## config.mk

```make
export PLATFORM = sky130hd
export DESIGN_NAME = cp_removal_top
export DESIGN_NICKNAME = d
export VERILOG_FILES = /design/src/cp_cfg_pkg.sv /design/src/ofdm_stream_pkg.sv /design/src/cp_len_list.sv /design/src/cp_removal_top.sv /design/src/cp_symbol_framer.sv
export SDC_FILE = /design/constraint.sdc
export NUM_CORES = 1
export LEC_CHECK = 0
export ABC_AREA = 1
export BUFFER_PORTS_ARGS = -buffer_cell sky130_fd_sc_hd__buf_2
export CORE_MARGIN = 5
export CORE_UTILIZATION = 55
export DETAILED_ROUTE_END_ITERATION = 10
export PLACE_DENSITY = 0.79
export RECOVER_POWER = 50
export SYNTH_ARGS = -nofsm -noshare
export SYNTH_HDL_FRONTEND = slang
export SYNTH_SLANG_ARGS = --single-unit
```

## constraint.sdc

```tcl
create_clock -name clk -period 6.8 [get_ports clk]
set_clock_uncertainty 0.2 [all_clocks]
set_input_delay 1.02 -clock clk [delete_from_list [all_inputs] [get_ports clk]]
set_output_delay 1.02 -clock clk [all_outputs]
set_load 0.01 [all_outputs]
```

## src/cp_cfg_pkg.sv

```systemverilog
/*
  Configuration definitions for cyclic prefix removal.
  Holds the prefix and symbol length widths, the framer counter width,
  the prefix list depth and occupancy width, and the default prefix length.
*/

`default_nettype none

package cp_cfg_pkg;

  localparam int CP_LEN_W  = 8;
  localparam int SYM_LEN_W = 9;

  // The framer counts both prefix and symbol samples with one counter
  localparam int COUNT_W = (CP_LEN_W > SYM_LEN_W) ? CP_LEN_W : SYM_LEN_W;

  // Eight entries in the prefix list, occupancy needs one extra bit to reach full
  localparam int LIST_DEPTH_LOG2 = 3;
  localparam int OCC_W           = LIST_DEPTH_LOG2 + 1;

  localparam logic [CP_LEN_W-1:0] DEFAULT_CP_LEN = 8'd4;

  typedef logic [CP_LEN_W-1:0]  cp_len_t;
  typedef logic [SYM_LEN_W-1:0] sym_len_t;

endpackage : cp_cfg_pkg

`default_nettype wire

```

## src/ofdm_stream_pkg.sv

```systemverilog
/*
  Sample path definitions for the OFDM receive stream.
  Holds the complex sample width, the side-band user width,
  the input sample struct and the framed output sample struct.
*/

`default_nettype none

package ofdm_stream_pkg;

  // One complex sample, 16-bit I in the upper half and 16-bit Q in the lower half
  localparam int SAMPLE_W = 32;

  // Side-band user field that travels with every sample
  localparam int USER_W = 1;

  // Word carried on the input stream
  typedef struct packed {
    logic [SAMPLE_W-1:0] data;
    logic [USER_W-1:0]   user;
  } sample_t;

  // Word carried on the output stream, last marks the final sample of a symbol
  typedef struct packed {
    logic [SAMPLE_W-1:0] data;
    logic [USER_W-1:0]   user;
    logic                last;
  } framed_sample_t;

endpackage : ofdm_stream_pkg

`default_nettype wire

```

## src/cp_len_list.sv

```systemverilog
/*
  Prefix length list for cyclic prefix removal.
  Circular buffer of prefix lengths with a valid/ready write port,
  a head output for the framer, pop with optional rotation back
  to the tail, a clear that empties the list, and an occupancy count.
*/

`timescale 1ns/10ps
`default_nettype none

module cp_len_list (
  input  logic                         clk,
  input  logic                         rst,
  input  cp_cfg_pkg::cp_len_t          i_cp_len,
  input  logic                         i_cp_len_valid,
  output logic                         o_cp_len_ready,
  input  logic                         i_repeat,
  input  logic                         i_pop,
  input  logic                         i_clear,
  output cp_cfg_pkg::cp_len_t          o_head,
  output logic                         o_head_valid,
  output logic [cp_cfg_pkg::OCC_W-1:0] o_occupied
);

  import cp_cfg_pkg::*;

  cp_len_t                    mem [2**LIST_DEPTH_LOG2];
  logic [LIST_DEPTH_LOG2-1:0] wr_ptr;
  logic [LIST_DEPTH_LOG2-1:0] rd_ptr;
  logic [OCC_W-1:0]           count;
  logic                       full;
  logic                       pop_fire;
  logic                       rotate;
  logic                       wr_fire;
  cp_len_t                    wr_data;

  // The count reaches the depth exactly when its top bit is set
  assign full = count[LIST_DEPTH_LOG2];

  // The head is valid whenever something is stored
  assign o_head_valid = (count != '0);
  assign o_head       = mem[rd_ptr];
  assign o_occupied   = count;

  // A pop only removes an entry if one exists, and clear takes priority
  assign pop_fire = i_pop & o_head_valid & ~i_clear;

  // In repeat mode the popped head goes straight back in at the tail
  assign rotate = pop_fire & i_repeat;

  // The writer is held off when full, while clearing, and during a repeat pop
  // since the write slot is then taken by the rotated head
  assign o_cp_len_ready = ~full & ~i_clear & ~(i_pop & i_repeat);

  assign wr_fire = rotate | (i_cp_len_valid & o_cp_len_ready);
  assign wr_data = rotate ? o_head : i_cp_len;

  // Storage array, written at the tail
  always_ff @(posedge clk) begin
    if (wr_fire) begin
      mem[wr_ptr] <= wr_data;
    end
  end

  // Pointers and occupancy
  always_ff @(posedge clk) begin
    if (rst) begin
      wr_ptr <= '0;
      rd_ptr <= '0;
      count  <= '0;
    end else if (i_clear) begin
      // Clearing forgets every entry, stale data in the array is never read
      wr_ptr <= '0;
      rd_ptr <= '0;
      count  <= '0;
    end else begin
      if (wr_fire) begin
        wr_ptr <= wr_ptr + 1'b1;
      end
      if (pop_fire) begin
        rd_ptr <= rd_ptr + 1'b1;
      end
      // A rotating pop writes and pops together so the count stays put
      case ({wr_fire, pop_fire})
        2'b10:   count <= count + 1'b1;
        2'b01:   count <= count - 1'b1;
        default: count <= count;
      endcase
    end
  end

endmodule : cp_len_list

`default_nettype wire

```

## src/cp_removal_top.sv

```systemverilog
/*
  Top level of the cyclic prefix removal stage.
  Connects the prefix length list and the symbol framer
  to the configuration, status and sample stream ports.
*/

`timescale 1ns/10ps
`default_nettype none

module cp_removal_top (
  input  logic                            clk,
  input  logic                            rst,
  input  cp_cfg_pkg::cp_len_t             i_cp_len,
  input  logic                            i_cp_len_valid,
  output logic                            o_cp_len_ready,
  input  cp_cfg_pkg::sym_len_t            i_symbol_len,
  input  logic                            i_cp_repeat,
  input  logic                            i_clear_list,
  output logic [cp_cfg_pkg::OCC_W-1:0]    o_cp_list_occupied,
  input  ofdm_stream_pkg::sample_t        i_sample,
  input  logic                            i_sample_valid,
  output logic                            o_sample_ready,
  output ofdm_stream_pkg::framed_sample_t o_sample,
  output logic                            o_sample_valid,
  input  logic                            i_sample_ready
);

  import cp_cfg_pkg::*;

  // Head of the list and the control pulses back from the framer
  cp_len_t head;
  logic    head_valid;
  logic    pop;
  logic    clear;

  cp_len_list cp_len_list_inst (
    .clk            (clk),
    .rst            (rst),
    .i_cp_len       (i_cp_len),
    .i_cp_len_valid (i_cp_len_valid),
    .o_cp_len_ready (o_cp_len_ready),
    .i_repeat       (i_cp_repeat),
    .i_pop          (pop),
    .i_clear        (clear),
    .o_head         (head),
    .o_head_valid   (head_valid),
    .o_occupied     (o_cp_list_occupied)
  );

  cp_symbol_framer cp_symbol_framer_inst (
    .clk            (clk),
    .rst            (rst),
    .i_symbol_len   (i_symbol_len),
    .i_clear_list   (i_clear_list),
    .i_head         (head),
    .i_head_valid   (head_valid),
    .o_pop          (pop),
    .o_clear        (clear),
    .i_sample       (i_sample),
    .i_sample_valid (i_sample_valid),
    .o_sample_ready (o_sample_ready),
    .o_sample       (o_sample),
    .o_sample_valid (o_sample_valid),
    .i_sample_ready (i_sample_ready)
  );

endmodule : cp_removal_top

`default_nettype wire

```

## src/cp_symbol_framer.sv

```systemverilog
/*
  Symbol framer for cyclic prefix removal.
  FSM that loads a prefix length per symbol from the list, drops the
  prefix samples, forwards the symbol samples with zero latency and
  marks the final symbol sample with last. Also sequences list clears.
*/

`timescale 1ns/10ps
`default_nettype none

module cp_symbol_framer (
  input  logic                           clk,
  input  logic                           rst,
  input  cp_cfg_pkg::sym_len_t           i_symbol_len,
  input  logic                           i_clear_list,
  input  cp_cfg_pkg::cp_len_t            i_head,
  input  logic                           i_head_valid,
  output logic                           o_pop,
  output logic                           o_clear,
  input  ofdm_stream_pkg::sample_t       i_sample,
  input  logic                           i_sample_valid,
  output logic                           o_sample_ready,
  output ofdm_stream_pkg::framed_sample_t o_sample,
  output logic                           o_sample_valid,
  input  logic                           i_sample_ready
);

  import cp_cfg_pkg::*;

  typedef enum logic [2:0] {
    ST_IDLE,
    ST_CONFIG,
    ST_PREFIX,
    ST_SYMBOL,
    ST_CLEAR
  } state_t;

  state_t               state;
  cp_len_t              cp_len_reg;
  sym_len_t             sym_len_reg;
  logic [COUNT_W-1:0]   count;
  logic                 clear_pend;
  logic                 cfg_load;
  logic                 prefix_fire;
  logic                 symbol_fire;
  logic                 prefix_done;
  logic                 symbol_done;

  // A new symbol starts when a sample shows up in IDLE with no clear waiting
  assign cfg_load = (state == ST_IDLE) & ~clear_pend & i_sample_valid;

  // Prefix samples are dropped at one per cycle regardless of the output side
  assign prefix_fire = (state == ST_PREFIX) & i_sample_valid;
  assign symbol_fire = (state == ST_SYMBOL) & i_sample_valid & i_sample_ready;

  // The counter starts at one, so reaching the length means this is the final sample
  assign prefix_done = (count >= COUNT_W'(cp_len_reg));
  assign symbol_done = (count >= COUNT_W'(sym_len_reg));

  // The list is popped once per symbol and cleared from the CLEAR state
  assign o_pop   = (state == ST_CONFIG);
  assign o_clear = (state == ST_CLEAR);

  // Zero-latency sample path, only the handshake depends on the state
  assign o_sample_valid = (state == ST_SYMBOL) & i_sample_valid;
  assign o_sample_ready = (state == ST_PREFIX) | ((state == ST_SYMBOL) & i_sample_ready);

  always_comb begin
    o_sample.data = i_sample.data;
    o_sample.user = i_sample.user;
    // Last is qualified with valid so it never shows on an idle bus
    o_sample.last = (state == ST_SYMBOL) & i_sample_valid & symbol_done;
  end

  // The symbol length is sampled once per symbol and held while framing
  always_ff @(posedge clk) begin
    if (cfg_load) begin
      sym_len_reg <= i_symbol_len;
    end
  end

  always_ff @(posedge clk) begin
    if (rst) begin
      state      <= ST_IDLE;
      cp_len_reg <= DEFAULT_CP_LEN;
      count      <= COUNT_W'(1);
      clear_pend <= 1'b0;
    end else begin
      // Clear requests are remembered until the framer is back in IDLE
      if (state == ST_CLEAR) begin
        clear_pend <= i_clear_list;
      end else if (i_clear_list) begin
        clear_pend <= 1'b1;
      end

      case (state)
        ST_IDLE: begin
          count <= COUNT_W'(1);
          if (clear_pend) begin
            state <= ST_CLEAR;
          end else if (i_sample_valid) begin
            // An empty list leaves the previous prefix length in force
            if (i_head_valid) begin
              cp_len_reg <= i_head;
            end
            state <= ST_CONFIG;
          end
        end
        ST_CONFIG: begin
          if (cp_len_reg != '0) begin
            state <= ST_PREFIX;
          end else if (sym_len_reg != '0) begin
            state <= ST_SYMBOL;
          end else begin
            state <= ST_IDLE;
          end
        end
        ST_PREFIX: begin
          if (prefix_fire) begin
            count <= count + 1'b1;
            if (prefix_done) begin
              count <= COUNT_W'(1);
              state <= (sym_len_reg != '0) ? ST_SYMBOL : ST_IDLE;
            end
          end
        end
        ST_SYMBOL: begin
          // Back-pressure freezes the count along with the input
          if (symbol_fire) begin
            count <= count + 1'b1;
            if (symbol_done) begin
              count <= COUNT_W'(1);
              state <= ST_IDLE;
            end
          end
        end
        ST_CLEAR: begin
          cp_len_reg <= DEFAULT_CP_LEN;
          state      <= ST_IDLE;
        end
        default: state <= ST_IDLE;
      endcase
    end
  end

endmodule : cp_symbol_framer

`default_nettype wire

```

# After elaboration in Yosys (flattened, before gate mapping)

Memory sizes are Yosys's and may differ from the RTL's. A register that Yosys moved wholly into a read port is not among the register bits.
Cells that the tools add are included.

Magnitude comparators: 2
$mul: 0
Reduce and logical (&&, ||, !) cells: 12
Add/sub/neg operators: 5
Eq/ne operators: 14
Divide/modulo/power cells: 0
Mux-type cells: 26
Bitwise operators: 20
Shift operators: 0

Operator list:

| cell                                                             | number |
|---|---|
| 9-bit two-way mux                                                | 4 |
| 8-bit two-way mux                                                | 4 |
| 3-bit two-way mux                                                | 9 |
| 9-bit case mux with 3 select lines                               | 1 |
| 8-bit case mux with 2 select lines                               | 1 |
| 1-bit AND                                                        | 14 |
| 3-bit case mux with 4 select lines                               | 1 |
| 9-bit by 1-bit adder with 9-bit output (second input constant)   | 1 |
| 9-bit by 8-bit >= comparator with 1-bit output                   | 1 |
| 9-bit >= comparator                                              | 1 |
| 9-bit nonzero test                                               | 1 |
| 2-bit by 1-bit != test with 1-bit output (second input constant) | 4 |
| 4-bit case mux with 2 select lines                               | 1 |
| 8-bit nonzero test                                               | 1 |
| 3-bit by 1-bit adder with 3-bit output (second input constant)   | 2 |
| 3-bit by 2-bit == test with 1-bit output (second input constant) | 2 |
| 2-bit != test (second input constant)                            | 3 |
| 2-bit nonzero test                                               | 3 |
| 5-bit AND reduction                                              | 1 |
| 4-bit by 1-bit adder with 4-bit output (second input constant)   | 1 |
| 1-bit two-way mux                                                | 4 |
| 1-bit inverter                                                   | 4 |
| 4-bit AND reduction                                              | 1 |
| 4-bit nonzero test                                               | 1 |
| 12 further kinds                                                 | 13 |

Output and inout port bits: 41
Memories: 1
Register bits: 40
Input bits: 57
ROM bits: 0
Logic and storage cells: 88
Memory bits (writable): 64
Latch bits: 0

Memories:

| memory               | words | width | rd ports | clocked after Yosys merged registers in | write ports | line              | text |
|---|---|---|---|---|---|---|---|
| cp_len_list_inst.mem | 8     | 8     | 1        | 1                                       | 1           | cp_len_list.sv:27 | `cp_len_t mem [2**LIST_DEPTH_LOG2];` |

# Longest topological paths before layout

Gate-level depths: netlist of run 1.

Depth in word-level cells: 8
Depth in mapped cells: 15
Mapped depth without buffers: 15

# Hierarchy

From an unflattened synthesis of run 1, not the netlist that was laid out.

Cell total of the unflattened synthesis: 606
Area, all modules: 5427.7 µm²

Modules (own cells, without submodules):

| module           | times used | area an instance (µm²) | cells each | sequential area each (µm²) |
|---|---|---|---|---|
| cp_len_list      | 1          | 3324.4                 | 319        | 2182.1 |
| cp_symbol_framer | 1          | 2103.3                 | 287        | 690.7 |

# Worst setup path before layout of run 1

No wires, ideal clock.

Path kind: in2out
Start point: in i_sample_valid
End point: out o_sample[0] (netlist bit)
Cell stages on the path: 3
Required time: 5.580 ns
Data arrival time: 1.879 ns
Path slack: 3.701 ns
Cells stage by stage: inv_1 -> nor4_1 -> a21boi_0

RTL lines:

| item               | line                 | text |
|---|---|---|
| start: declaration | cp_removal_top.sv:21 | `input logic i_sample_valid,` |
| end: declaration   | cp_removal_top.sv:23 | `output ofdm_stream_pkg::framed_sample_t o_sample,` |

# Worst setup path in the final report of run 1

Start point: reg cp_symbol_framer_inst.state[0]
End point: reg cp_len_list_inst.count[2], in the netlist cp_len_list_inst.o_occupied[2]

Word-level cells in the longest chain between the ends: 8
Elaborated cells between the ends (all ways): 17
Classes of those cells: eq/ne (4); mux (1); bitwise (10); reduce/logical (2)

Ends and longest elaborated chain:

| item                                                                             | line                                           | text |
|---|---|---|
| start: declaration                                                               | cp_symbol_framer.sv:38                         | `state_t state;` |
| start signal: assignment                                                         | cp_symbol_framer.sv:123                        | `state <= (sym_len_reg != '0) ? ST_SYMBOL : ST_IDLE;` |
| 3-bit == test / 3-bit by 1-bit == test with 1-bit output (equally long branches) | cp_symbol_framer.sv:62, cp_symbol_framer.sv:61 |  |
| 1-bit inverter / 1-bit AND (equally long branches)                               | cp_len_list.sv:46, cp_len_list.sv:53           |  |
| 1-bit AND / 1-bit inverter (equally long branches)                               | cp_len_list.sv:53                              | `assign o_cp_len_ready = ~full & ~i_clear & ~(i_pop & i_repeat);` |
| 1-bit AND                                                                        | cp_len_list.sv:53                              |  |
| 1-bit AND                                                                        | cp_len_list.sv:55                              | `assign wr_fire = rotate \| (i_cp_len_valid & o_cp_len_ready);` |
| 1-bit OR                                                                         | cp_len_list.sv:55                              |  |
| 2-bit by 1-bit == test with 1-bit output / 2-bit == test (equally long branches) | cp_len_list.sv:84                              | `case ({wr_fire, pop_fire})` |
| 4-bit case mux with 2 select lines / 2-bit nonzero test (equally long branches)  | --                                             |  |
| end signal: assignment                                                           | cp_len_list.sv:85                              | `2'b10: count <= count + 1'b1;` |
| end signal: assignment                                                           | cp_len_list.sv:86                              | `2'b01: count <= count - 1'b1;` |
| end signal: assignment                                                           | cp_len_list.sv:87                              | `default: count <= count;` |
| end: declaration                                                                 | cp_len_list.sv:30                              | `logic [OCC_W-1:0] count;` |

Several ways; a longest one is shown, not always the timed one.
A chain may end at the register's enable or synchronous reset.

==> key figures, run 1 <==
Die
  • Die ar.: 11800 um^2
  • Chip Height: 109 um
  • Die Width: 109 um
  • Initial Utilization: 0.555
  • # rows: 36
  • CORE AREA: 9640 um^2
  • Num ports: 98

CTS
  • Clock Tree Buf Depth: 2
  • Clock sink total: 107
  • # hold bufs at CTS: 0
  • Post-CTS setup buffer count: 0
  • H-tree depth: 3
  • Total CTS buffers: 9
  • Clk pin slew, worst setup/hold paths: 0.11 ns
  • CTS tree: yes
  • Worst-Skew Late Latency: 0.37 ns
  • Post_cts resized: 0
  • Clk root buf: clkbuf_8

STA
  • RSZ-0062 raised after global routing: no
  • Period utilisation layout: 0.597
  • FMAX: 0.246 GHz
  • Worst hold slack: 0.281 ns
  • Hold violation count in the final report: 0
  • Finish-stage setup viols: 0
  • Final TNS setup: 0 ns
  • Period minus WS final: 4.06 ns
  • Slew Viols, Final: 0
  • Relative slew slack: 0.291
  • Worst-margin pin slew: 1.06 ns

Synth
  • Synth Register Bits: 107
  • Top cell type's share of synthesized area: 0.410
  • Top FF cell, synth: edfxtp_1
  • Distinct cells, synth: 37
  • Syn_nets: 660
  • Warnings from Yosys: 0
  • Sequential area share after synthesis: 0.537
  • Yosys top cell by area: edfxtp_1
  • Avg Inst Size Synth: 9.22 um^2
  • Post-Synthesis Cell Area: 5350 um^2
  • Share of flip-flops with an asynchronous set or reset: 0
  • Post-synth EDFFs: 73
  • Top post-synthesis cells by area: edfxtp_1 41%, dfxtp_1 13%, nand2_1 8.0%, nor2_1 5.5%, ha_1 5.4%
  • Syn Inst Count: 580

Finish
  • Multi-input logic area: 1890 um^2
  • Max reg flops: 64
  • Fraction of layout cells with a size suffix above 1: 0.0826
  • Antenna Cells: 0
  • Nets: 656
  • Finished Layout Cells: 714
  • FF/Latch Area: 2870 um^2
  • Fillcell total: 856
  • Commonest non-fill, non-tap cell in the layout: nand2_1
  • Final core occ: 0.567
  • Commonest cells after routing, fill and taps aside: 119 x nand2_1, 82 x nor2_1, 73 x edfxtp_1, 53 x inv_1, 42 x o21ai_0
  • Post-route cell area: 5470 um^2
  • Layout area overhead: 2.20%

Setup path
  • Crit Path Category: flip-flop to flip-flop
  • Crit Path Max Fanout: 14
  • Startpoint Class: flip-flop
  • Critical Path AT: 4.14 ns
  • Setup crit end kind: flip-flop
  • Req. time, crit path: 6.88 ns

Route
  • Initial DRC count: 284
  • Vias per cell: 5.45
  • Routed wire per std cell: 15.8 um
  • Pre-antenna DRT Iters: 5
  • Vias: 3892
  • Total routed wirelength: 11300 um
  • DRT antenna net count: 0
  • Drt drc: 0

Place
  • I/O Buffers: 31
  • Placed Cells: 698
  • GPL Wtd Cong: 0.918
  • Post-DP HPWL: 8370 um
  • Placed Area: 5360 um^2

GRT
  • Initial antenna violation count: 0
  • Global-route wire length before repair: 18800 um
  • GRT Total Usage: 0.206
  • Pin count of the biggest net entering global routing: 34
  • Gr ovfl total: 0
  • Number of global-route vias before repair: 3797

Min path
  • Hold WC Path Type: flip-flop to flip-flop

Job
  • Max cap viols: 0

Power and ir drop
  • Cell Pwr Density: 333 nW/um^2
  • LEAKAGE: 2.21 nW
  • Max VDD drop: 0.000223 V

Outcome
  • Status: complete, no violations
-- layout make-up --
cell class / count / area share
timing repair buffer: 31 / 0.0263
tap: 133 / 0.0304
clock buffer: 9 / 0.0227
clock inverter: 7 / 0.0110
inverter: 57 / 0.0391
multi-input combinational: 370 / 0.345
sequential: 107 / 0.526
-- routing by layer --
metal	wire [um]	part of all wire	global-route usage
met4	221	0.020	0.0577
met5	0	0	0
met2	5150	0.45	0.321
met3	1120	0.099	0.0598
met1	4820	0.43	0.281
-- worst max-delay path, cell delays in order (launching register included) --
cell and delay [ns]:
dfxtp_1 0.42, nand2_1 0.08, nor2_1 0.22, clkinv_1 0.13, nor2_1 0.83, nand2_1 0.53
nand2_1 0.32, inv_1 0.11, ha_1 0.25, xor2_1 0.24, ha_1 0.21, a21oi_1 0.05
xnor2_1 0.14, o21ai_0 0.17, inv_1 0.05
-- power breakdown --
group / internal, mW / switching (mW)
Sequential: 0.799 / 0.0776
Combinational: 0.178 / 0.393
Clock: 0.140 / 0.232
-- Yosys cell counts, drive strengths merged (4+ instances only) --
library cell	n
inv	57
dfxtp	34
ha	23
nand4	4
nor3	7
xor2	5
nand3	31
nand2	119
o22ai	16
buf	41
a21oi	28
clkbuf	5
edfxtp	73
nor2	86
o21ai	43
-- final timing paths --
| path | slack, ns | start | to | depth (start not counted) |
|---|---|---|---|---|
| worst max-delay path | 2.74 | cp_symbol_framer_inst.state[0] | cp_len_list_inst.o_occupied[2] | 14 |
| worst min-delay path | 0.28 | cp_symbol_framer_inst.cp_len_reg[6] | cp_symbol_framer_inst.cp_len_reg[6] | 2 |
| worst max register to register | 2.74 | cp_symbol_framer_inst.state[0] | cp_len_list_inst.o_occupied[2] | 14 |
| worst min register to register | 0.28 | cp_symbol_framer_inst.cp_len_reg[6] | cp_symbol_framer_inst.cp_len_reg[6] | 2 |
-- metrics by stage --
| stage | worst slack (ns) | power [mW] |
|---|---|---|
| final | 2.74 | 1.82 |
| after global routing | 2.28 | 1.95 |
| after CTS | 3.55 | 1.85 |
| after detailed placement | 3.57 | 1.48 |
| after global placement | 3.69 | 1.45 |
| after floorplan | 3.70 | 1.35 |
-- kinds of logic (layout without fill, tap and decap cells) --
| logic type | Yosys count | after routing | share of synthesized area |
|---|---|---|---|
| AO/OA/AOI/OAI | 89 | 89 | 0.0901 |
| XOR/XNOR | 7 | 7 | 0.0115 |
| adder cells (fa/ha/maj) | 23 | 23 | 0.0538 |
| buffers and inverters | 103 | 104 | 0.0989 |
| flip-flops | 107 | 107 | 0.537 |
| AND/OR/NAND/NOR | 251 | 251 | 0.209 |
(Power assumes the default switching activity.)
==> run 2, diff against run 1 <==
- CORE_UTILIZATION: 55 -> 50
- PLACE_DENSITY: 0.79 -> 0.76
- clock period: 6.8 -> 3.27 ns (I/O delays scaled with it)
==> key figures, run 2 (synthesis results as in run 1) <==
Outcome
  • Status: complete, no violations

STA
  • Finish-stage setup viols: 0
  • Slew Viols, Final: 0
  • RSZ-0062 raised after global routing: no
  • Worst-margin pin slew: 0.800 ns
  • Period utilisation layout: 0.871
  • Hold violation count in the final report: 0
  • Period minus WS final: 2.85 ns
  • Final TNS setup: 0 ns
  • FMAX: 0.351 GHz
  • Worst hold slack: 0.0752 ns
  • Relative slew slack: 0.464

Route
  • Pre-antenna DRT Iters: 5
  • Routed wire per std cell: 16.5 um
  • Initial DRC count: 372
  • Drt drc: 0
  • DRT antenna net count: 0
  • Vias: 3902
  • Vias per cell: 5.43
  • Total routed wirelength: 11800 um

Finish
  • Post-route cell area: 5530 um^2
  • Fillcell total: 953
  • Fraction of layout cells with a size suffix above 1: 0.0943
  • Commonest cells after routing, fill and taps aside: 117 x nand2_1, 81 x nor2_1, 73 x edfxtp_1, 54 x inv_1, 42 x o21ai_0
  • Layout area overhead: 3.32%
  • Nets: 658
  • Antenna Cells: 0
  • Commonest non-fill, non-tap cell in the layout: nand2_1
  • Max reg flops: 64

Setup path
  • Flop2flop setup slack: 0.42 ns
  • Crit Path Category: flip-flop to flip-flop
  • Setup crit end kind: flip-flop
  • Reg2Reg Depth: 14
  • Req. time, crit path: 3.36 ns
  • Startpoint Class: flip-flop
  • Critical Path AT: 2.94 ns
  • Crit Path Max Fanout: 14

CTS
  • H-tree depth: 3
  • CTS tree: yes
  • Clk pin slew, worst setup/hold paths: 0.10 ns
  • Clk root buf: clkbuf_8
  • Clock Tree Buf Depth: 2
  • Post_cts resized: 0
  • Post-CTS setup buffer count: 0
  • Worst-Skew Late Latency: 0.39 ns
  • Total CTS buffers: 9
  • # hold bufs at CTS: 0
  • Clock sink total: 107

GRT
  • Initial antenna violation count: 0
  • GRT Total Usage: 0.194
  • Pin count of the biggest net entering global routing: 33
  • Number of global-route vias before repair: 3915
  • Gr ovfl total: 0
  • Global-route wire length before repair: 19400 um

Place
  • Post-DP HPWL: 8710 um
  • I/O Buffers: 31
  • GPL Wtd Cong: 0.915
  • Placed Area: 5370 um^2

Power and ir drop
  • Combinational power share: 0.327
  • Clock Power Share: 0.216
  • LEAKAGE: 2.25 nW
  • Switching share of power: 0.385
  • Total Power: 3.92 mW
  • Cell Pwr Density: 709 nW/um^2
  • Int Pwr: 2.41 mW
  • Psw: 1.51 mW
  • Reg power frac: 0.457
  • Max VDD drop: 0.000449 V

Die
  • # rows: 37
  • Num ports: 98
  • Chip Height: 113 um
  • Die Width: 113 um
  • CORE AREA: 10400 um^2
  • Die ar.: 12900 um^2
  • Initial Utilization: 0.516

Min path
  • Hold WC Path Type: primary input to flip-flop
  • Hold path cells: 1

Job
  • Max cap viols: 0
run 2: cell type report:
cell class	instances	area, um^2	area share
clock buffers	10	128	0.0231
clock inverters	6	72.6	0.0131
inverters	57	214	0.0387
multi-input cells	370	1910	0.346
flip-flops and latches	107	2870	0.520
well taps	136	170	0.0308
repair buffers	33	159	0.0288
run 2: worst max-delay path: stages, from the launching register on:
cell,delay [ns]
dfxtp_1,0.41
nand2_1,0.07
nor2_1,0.23
inv_2,0.09
nor2_4,0.32
nand2_4,0.16
nand2_4,0.12
inv_1,0.07
ha_1,0.24
xor2_1,0.26
ha_1,0.20
a21oi_1,0.05
xnor2_1,0.14
o21ai_0,0.15
inv_1,0.05
run 2: power groups by stage:
stage / Clock [mW] / Combinational (mW) / Sequential (mW)
global placement: 0 / 1.27 / 1.81
floorplan: 0 / 1.01 / 1.79
finish: 0.847 / 1.28 / 1.79
global route: 0.930 / 1.44 / 1.81
CTS: 0.855 / 1.31 / 1.79
detailed placement: 0 / 1.30 / 1.82
run 2: path summary, 6_finish.rpt:
path                                                     startpoint                              endpoint
worst max-delay path                 cp_symbol_framer_inst.state[0]        cp_len_list_inst.o_occupied[2]
worst min-delay path                                i_symbol_len[7]  cp_symbol_framer_inst.sym_len_reg[7]
worst max register to register       cp_symbol_framer_inst.state[0]        cp_len_list_inst.o_occupied[2]
worst min register to register  cp_symbol_framer_inst.cp_len_reg[6]   cp_symbol_framer_inst.cp_len_reg[6]
run 2: metrics by stage:
| stage | utilization | setup WS (ns) | cells |
|---|---|---|---|
| final | 0.533 | 0.423 | 719 |
| after global routing | 0.533 | 0.159 | 719 |
| after CTS | 0.538 | 0.524 | 719 |
| after detailed placement | 0.518 | 0.552 | 703 |
| after global placement | 0.518 | 0.634 | 703 |
| after floorplan | - | 0.761 | 580 |
run 2: routing by layer:
metal / up-vias / track usage / part of all wire / wire length (um)
met5: - / 0 / 0 / 0
met3: 33 / 0.0663 / 0.11 / 1270
met4: 0 / 0.0865 / 0.023 / 275
met1: 1789 / 0.240 / 0.41 / 4840
met2: 177 / 0.309 / 0.46 / 5450
li1: 1903 / - / - / -
==> run 3, diff against run 2 <==
- CORE_UTILIZATION: 50 -> 45
- PLACE_DENSITY: 0.76 -> 0.69
==> key figures, run 3 (synthesis results as in run 1) <==
Place
  • Worst slack, placed: 0.527 ns
  • Post-DP HPWL: 8420 um
  • GPL Wtd Cong: 0.931
  • I/O Buffers: 31

STA
  • Hold violation count in the final report: 0
  • RSZ-0062 raised after global routing: no
  • FMAX: 0.360 GHz
  • Finish-stage setup viols: 0
  • Period minus WS final: 2.78 ns
  • PnR worst setup slack: 0.494 ns
  • Period utilisation layout: 0.849
  • Worst hold slack: 0.114 ns
  • Final TNS setup: 0 ns
  • Slew Viols, Final: 0
  • Relative slew slack: 0.454
  • Worst-margin pin slew: 0.818 ns

CTS
  • Clock sink total: 107
  • H-tree depth: 3
  • Clock Tree Buf Depth: 2
  • CTS tree: yes
  • Total CTS buffers: 9
  • Clk root buf: clkbuf_16
  • # hold bufs at CTS: 0
  • Clk pin slew, worst setup/hold paths: 0.08 ns
  • Worst-Skew Late Latency: 0.35 ns
  • Post_cts resized: 0
  • Post-CTS setup buffer count: 0

Setup path
  • RR Startpoint: cp_symbol_framer_inst.state[0]
  • Startpoint Class: flip-flop
  • Worst setup path startpoint: cp_symbol_framer_inst.state[0]
  • CP max stage delay: 0.41 ns
  • Critical Path AT: 2.82 ns
  • CP max-delay cell: dfxtp_1
  • Setup crit end kind: flip-flop
  • Crit Path Category: flip-flop to flip-flop
  • CP bufs+invs: 3
  • Crit-path cells: nand2_1 -> nor2_4 -> inv_1 -> nor2_4 -> nand2_4 -> nand2_4 -> inv_2 -> ha_1 -> xor2_1 -> ha_1 -> a21oi_1 -> xnor2_1 -> o21ai_0 -> inv_1
  • CP delay by family, top: simple AND/OR/NAND/NOR gates
  • Req. time, crit path: 3.32 ns
  • Crit Path Max Fanout: 14

Route
  • Vias: 3841
  • Routed wire per std cell: 15.8 um
  • Drt drc: 0
  • Initial DRC count: 242
  • DRT antenna net count: 0
  • Pre-antenna DRT Iters: 7
  • Vias per cell: 5.30
  • Total routed wirelength: 11500 um

Finish
  • FF/Latch Area: 2870 um^2
  • Commonest cells after routing, fill and taps aside: 116 x nand2_1, 80 x nor2_1, 73 x edfxtp_1, 54 x inv_1, 42 x o21ai_0
  • Nets: 657
  • Layout area overhead: 5.68%
  • Max reg flops: 64
  • Antenna Cells: 0
  • Commonest non-fill, non-tap cell in the layout: nand2_1
  • Multi-input logic area: 1920 um^2
  • Fraction of layout cells with a size suffix above 1: 0.0979
  • Fillcell total: 1053

Min path
  • Hold WC Path Type: primary input to flip-flop
  • Hold path start: i_symbol_len[0]

GRT
  • Gr ovfl total: 0
  • Pin count of the biggest net entering global routing: 33
  • Global-route wire length before repair: 18600 um
  • GRT Total Usage: 0.166
  • Number of global-route vias before repair: 3713
  • Initial antenna violation count: 0

Job
  • Max cap viols: 0

Power and ir drop
  • LEAKAGE: 2.30 nW
  • Max VDD drop: 0.000351 V
  • Total Power: 4.18 mW
  • Cell Pwr Density: 739 nW/um^2

Die
  • Chip Height: 119 um
  • Die Width: 119 um
  • # rows: 39
  • Initial Utilization: 0.464
  • CORE AREA: 11500 um^2
  • Die ar.: 14200 um^2
  • Num ports: 98

Outcome
  • Status: complete, no violations
[run 3: report_power, final]
group | total (mW) | internal [mW] | switching, mW
sequential | 1.80 | 1.66 | 0.133
combinational | 1.26 | 0.382 | 0.874
clock | 1.13 | 0.608 | 0.518
total | 4.18 | 2.65 | 1.52
[run 3: area by class of cell]
class | count | area share
timing repair buffer | 32 | 0.0274
sequential | 107 | 0.508
clock buffer | 9 | 0.0398
multi-input combinational | 370 | 0.340
inverter | 57 | 0.0378
clock inverter | 7 | 0.0153
tap | 143 | 0.0317
[run 3: per-layer routing]
metal  GRT usage  vias to the layer above  wire, um
li1            -                     1906         -
met1       0.228                     1748      5100
met2       0.246                      147      5010
met3      0.0436                       40      1040
met4      0.0731                        0       299
met5           0                        -         0
[run 3: worst paths after layout]
path	endpoint	slack, ns	cells after the start
worst max-delay path	cp_len_list_inst.o_occupied[2]	0.49	14
worst min-delay path	cp_symbol_framer_inst.sym_len_reg[0]	0.11	1
worst max register to register	cp_len_list_inst.o_occupied[2]	0.49	14
worst min register to register	cp_symbol_framer_inst.cp_len_reg[6]	0.27	2
[run 3: per-stage QoR]
stage	util	instance area [um^2]	std cells
floorplan	-	5350	580
global placement	0.467	5380	709
detailed placement	0.467	5380	709
CTS	0.494	5690	725
global route	0.491	5650	725
finish	0.491	5650	725
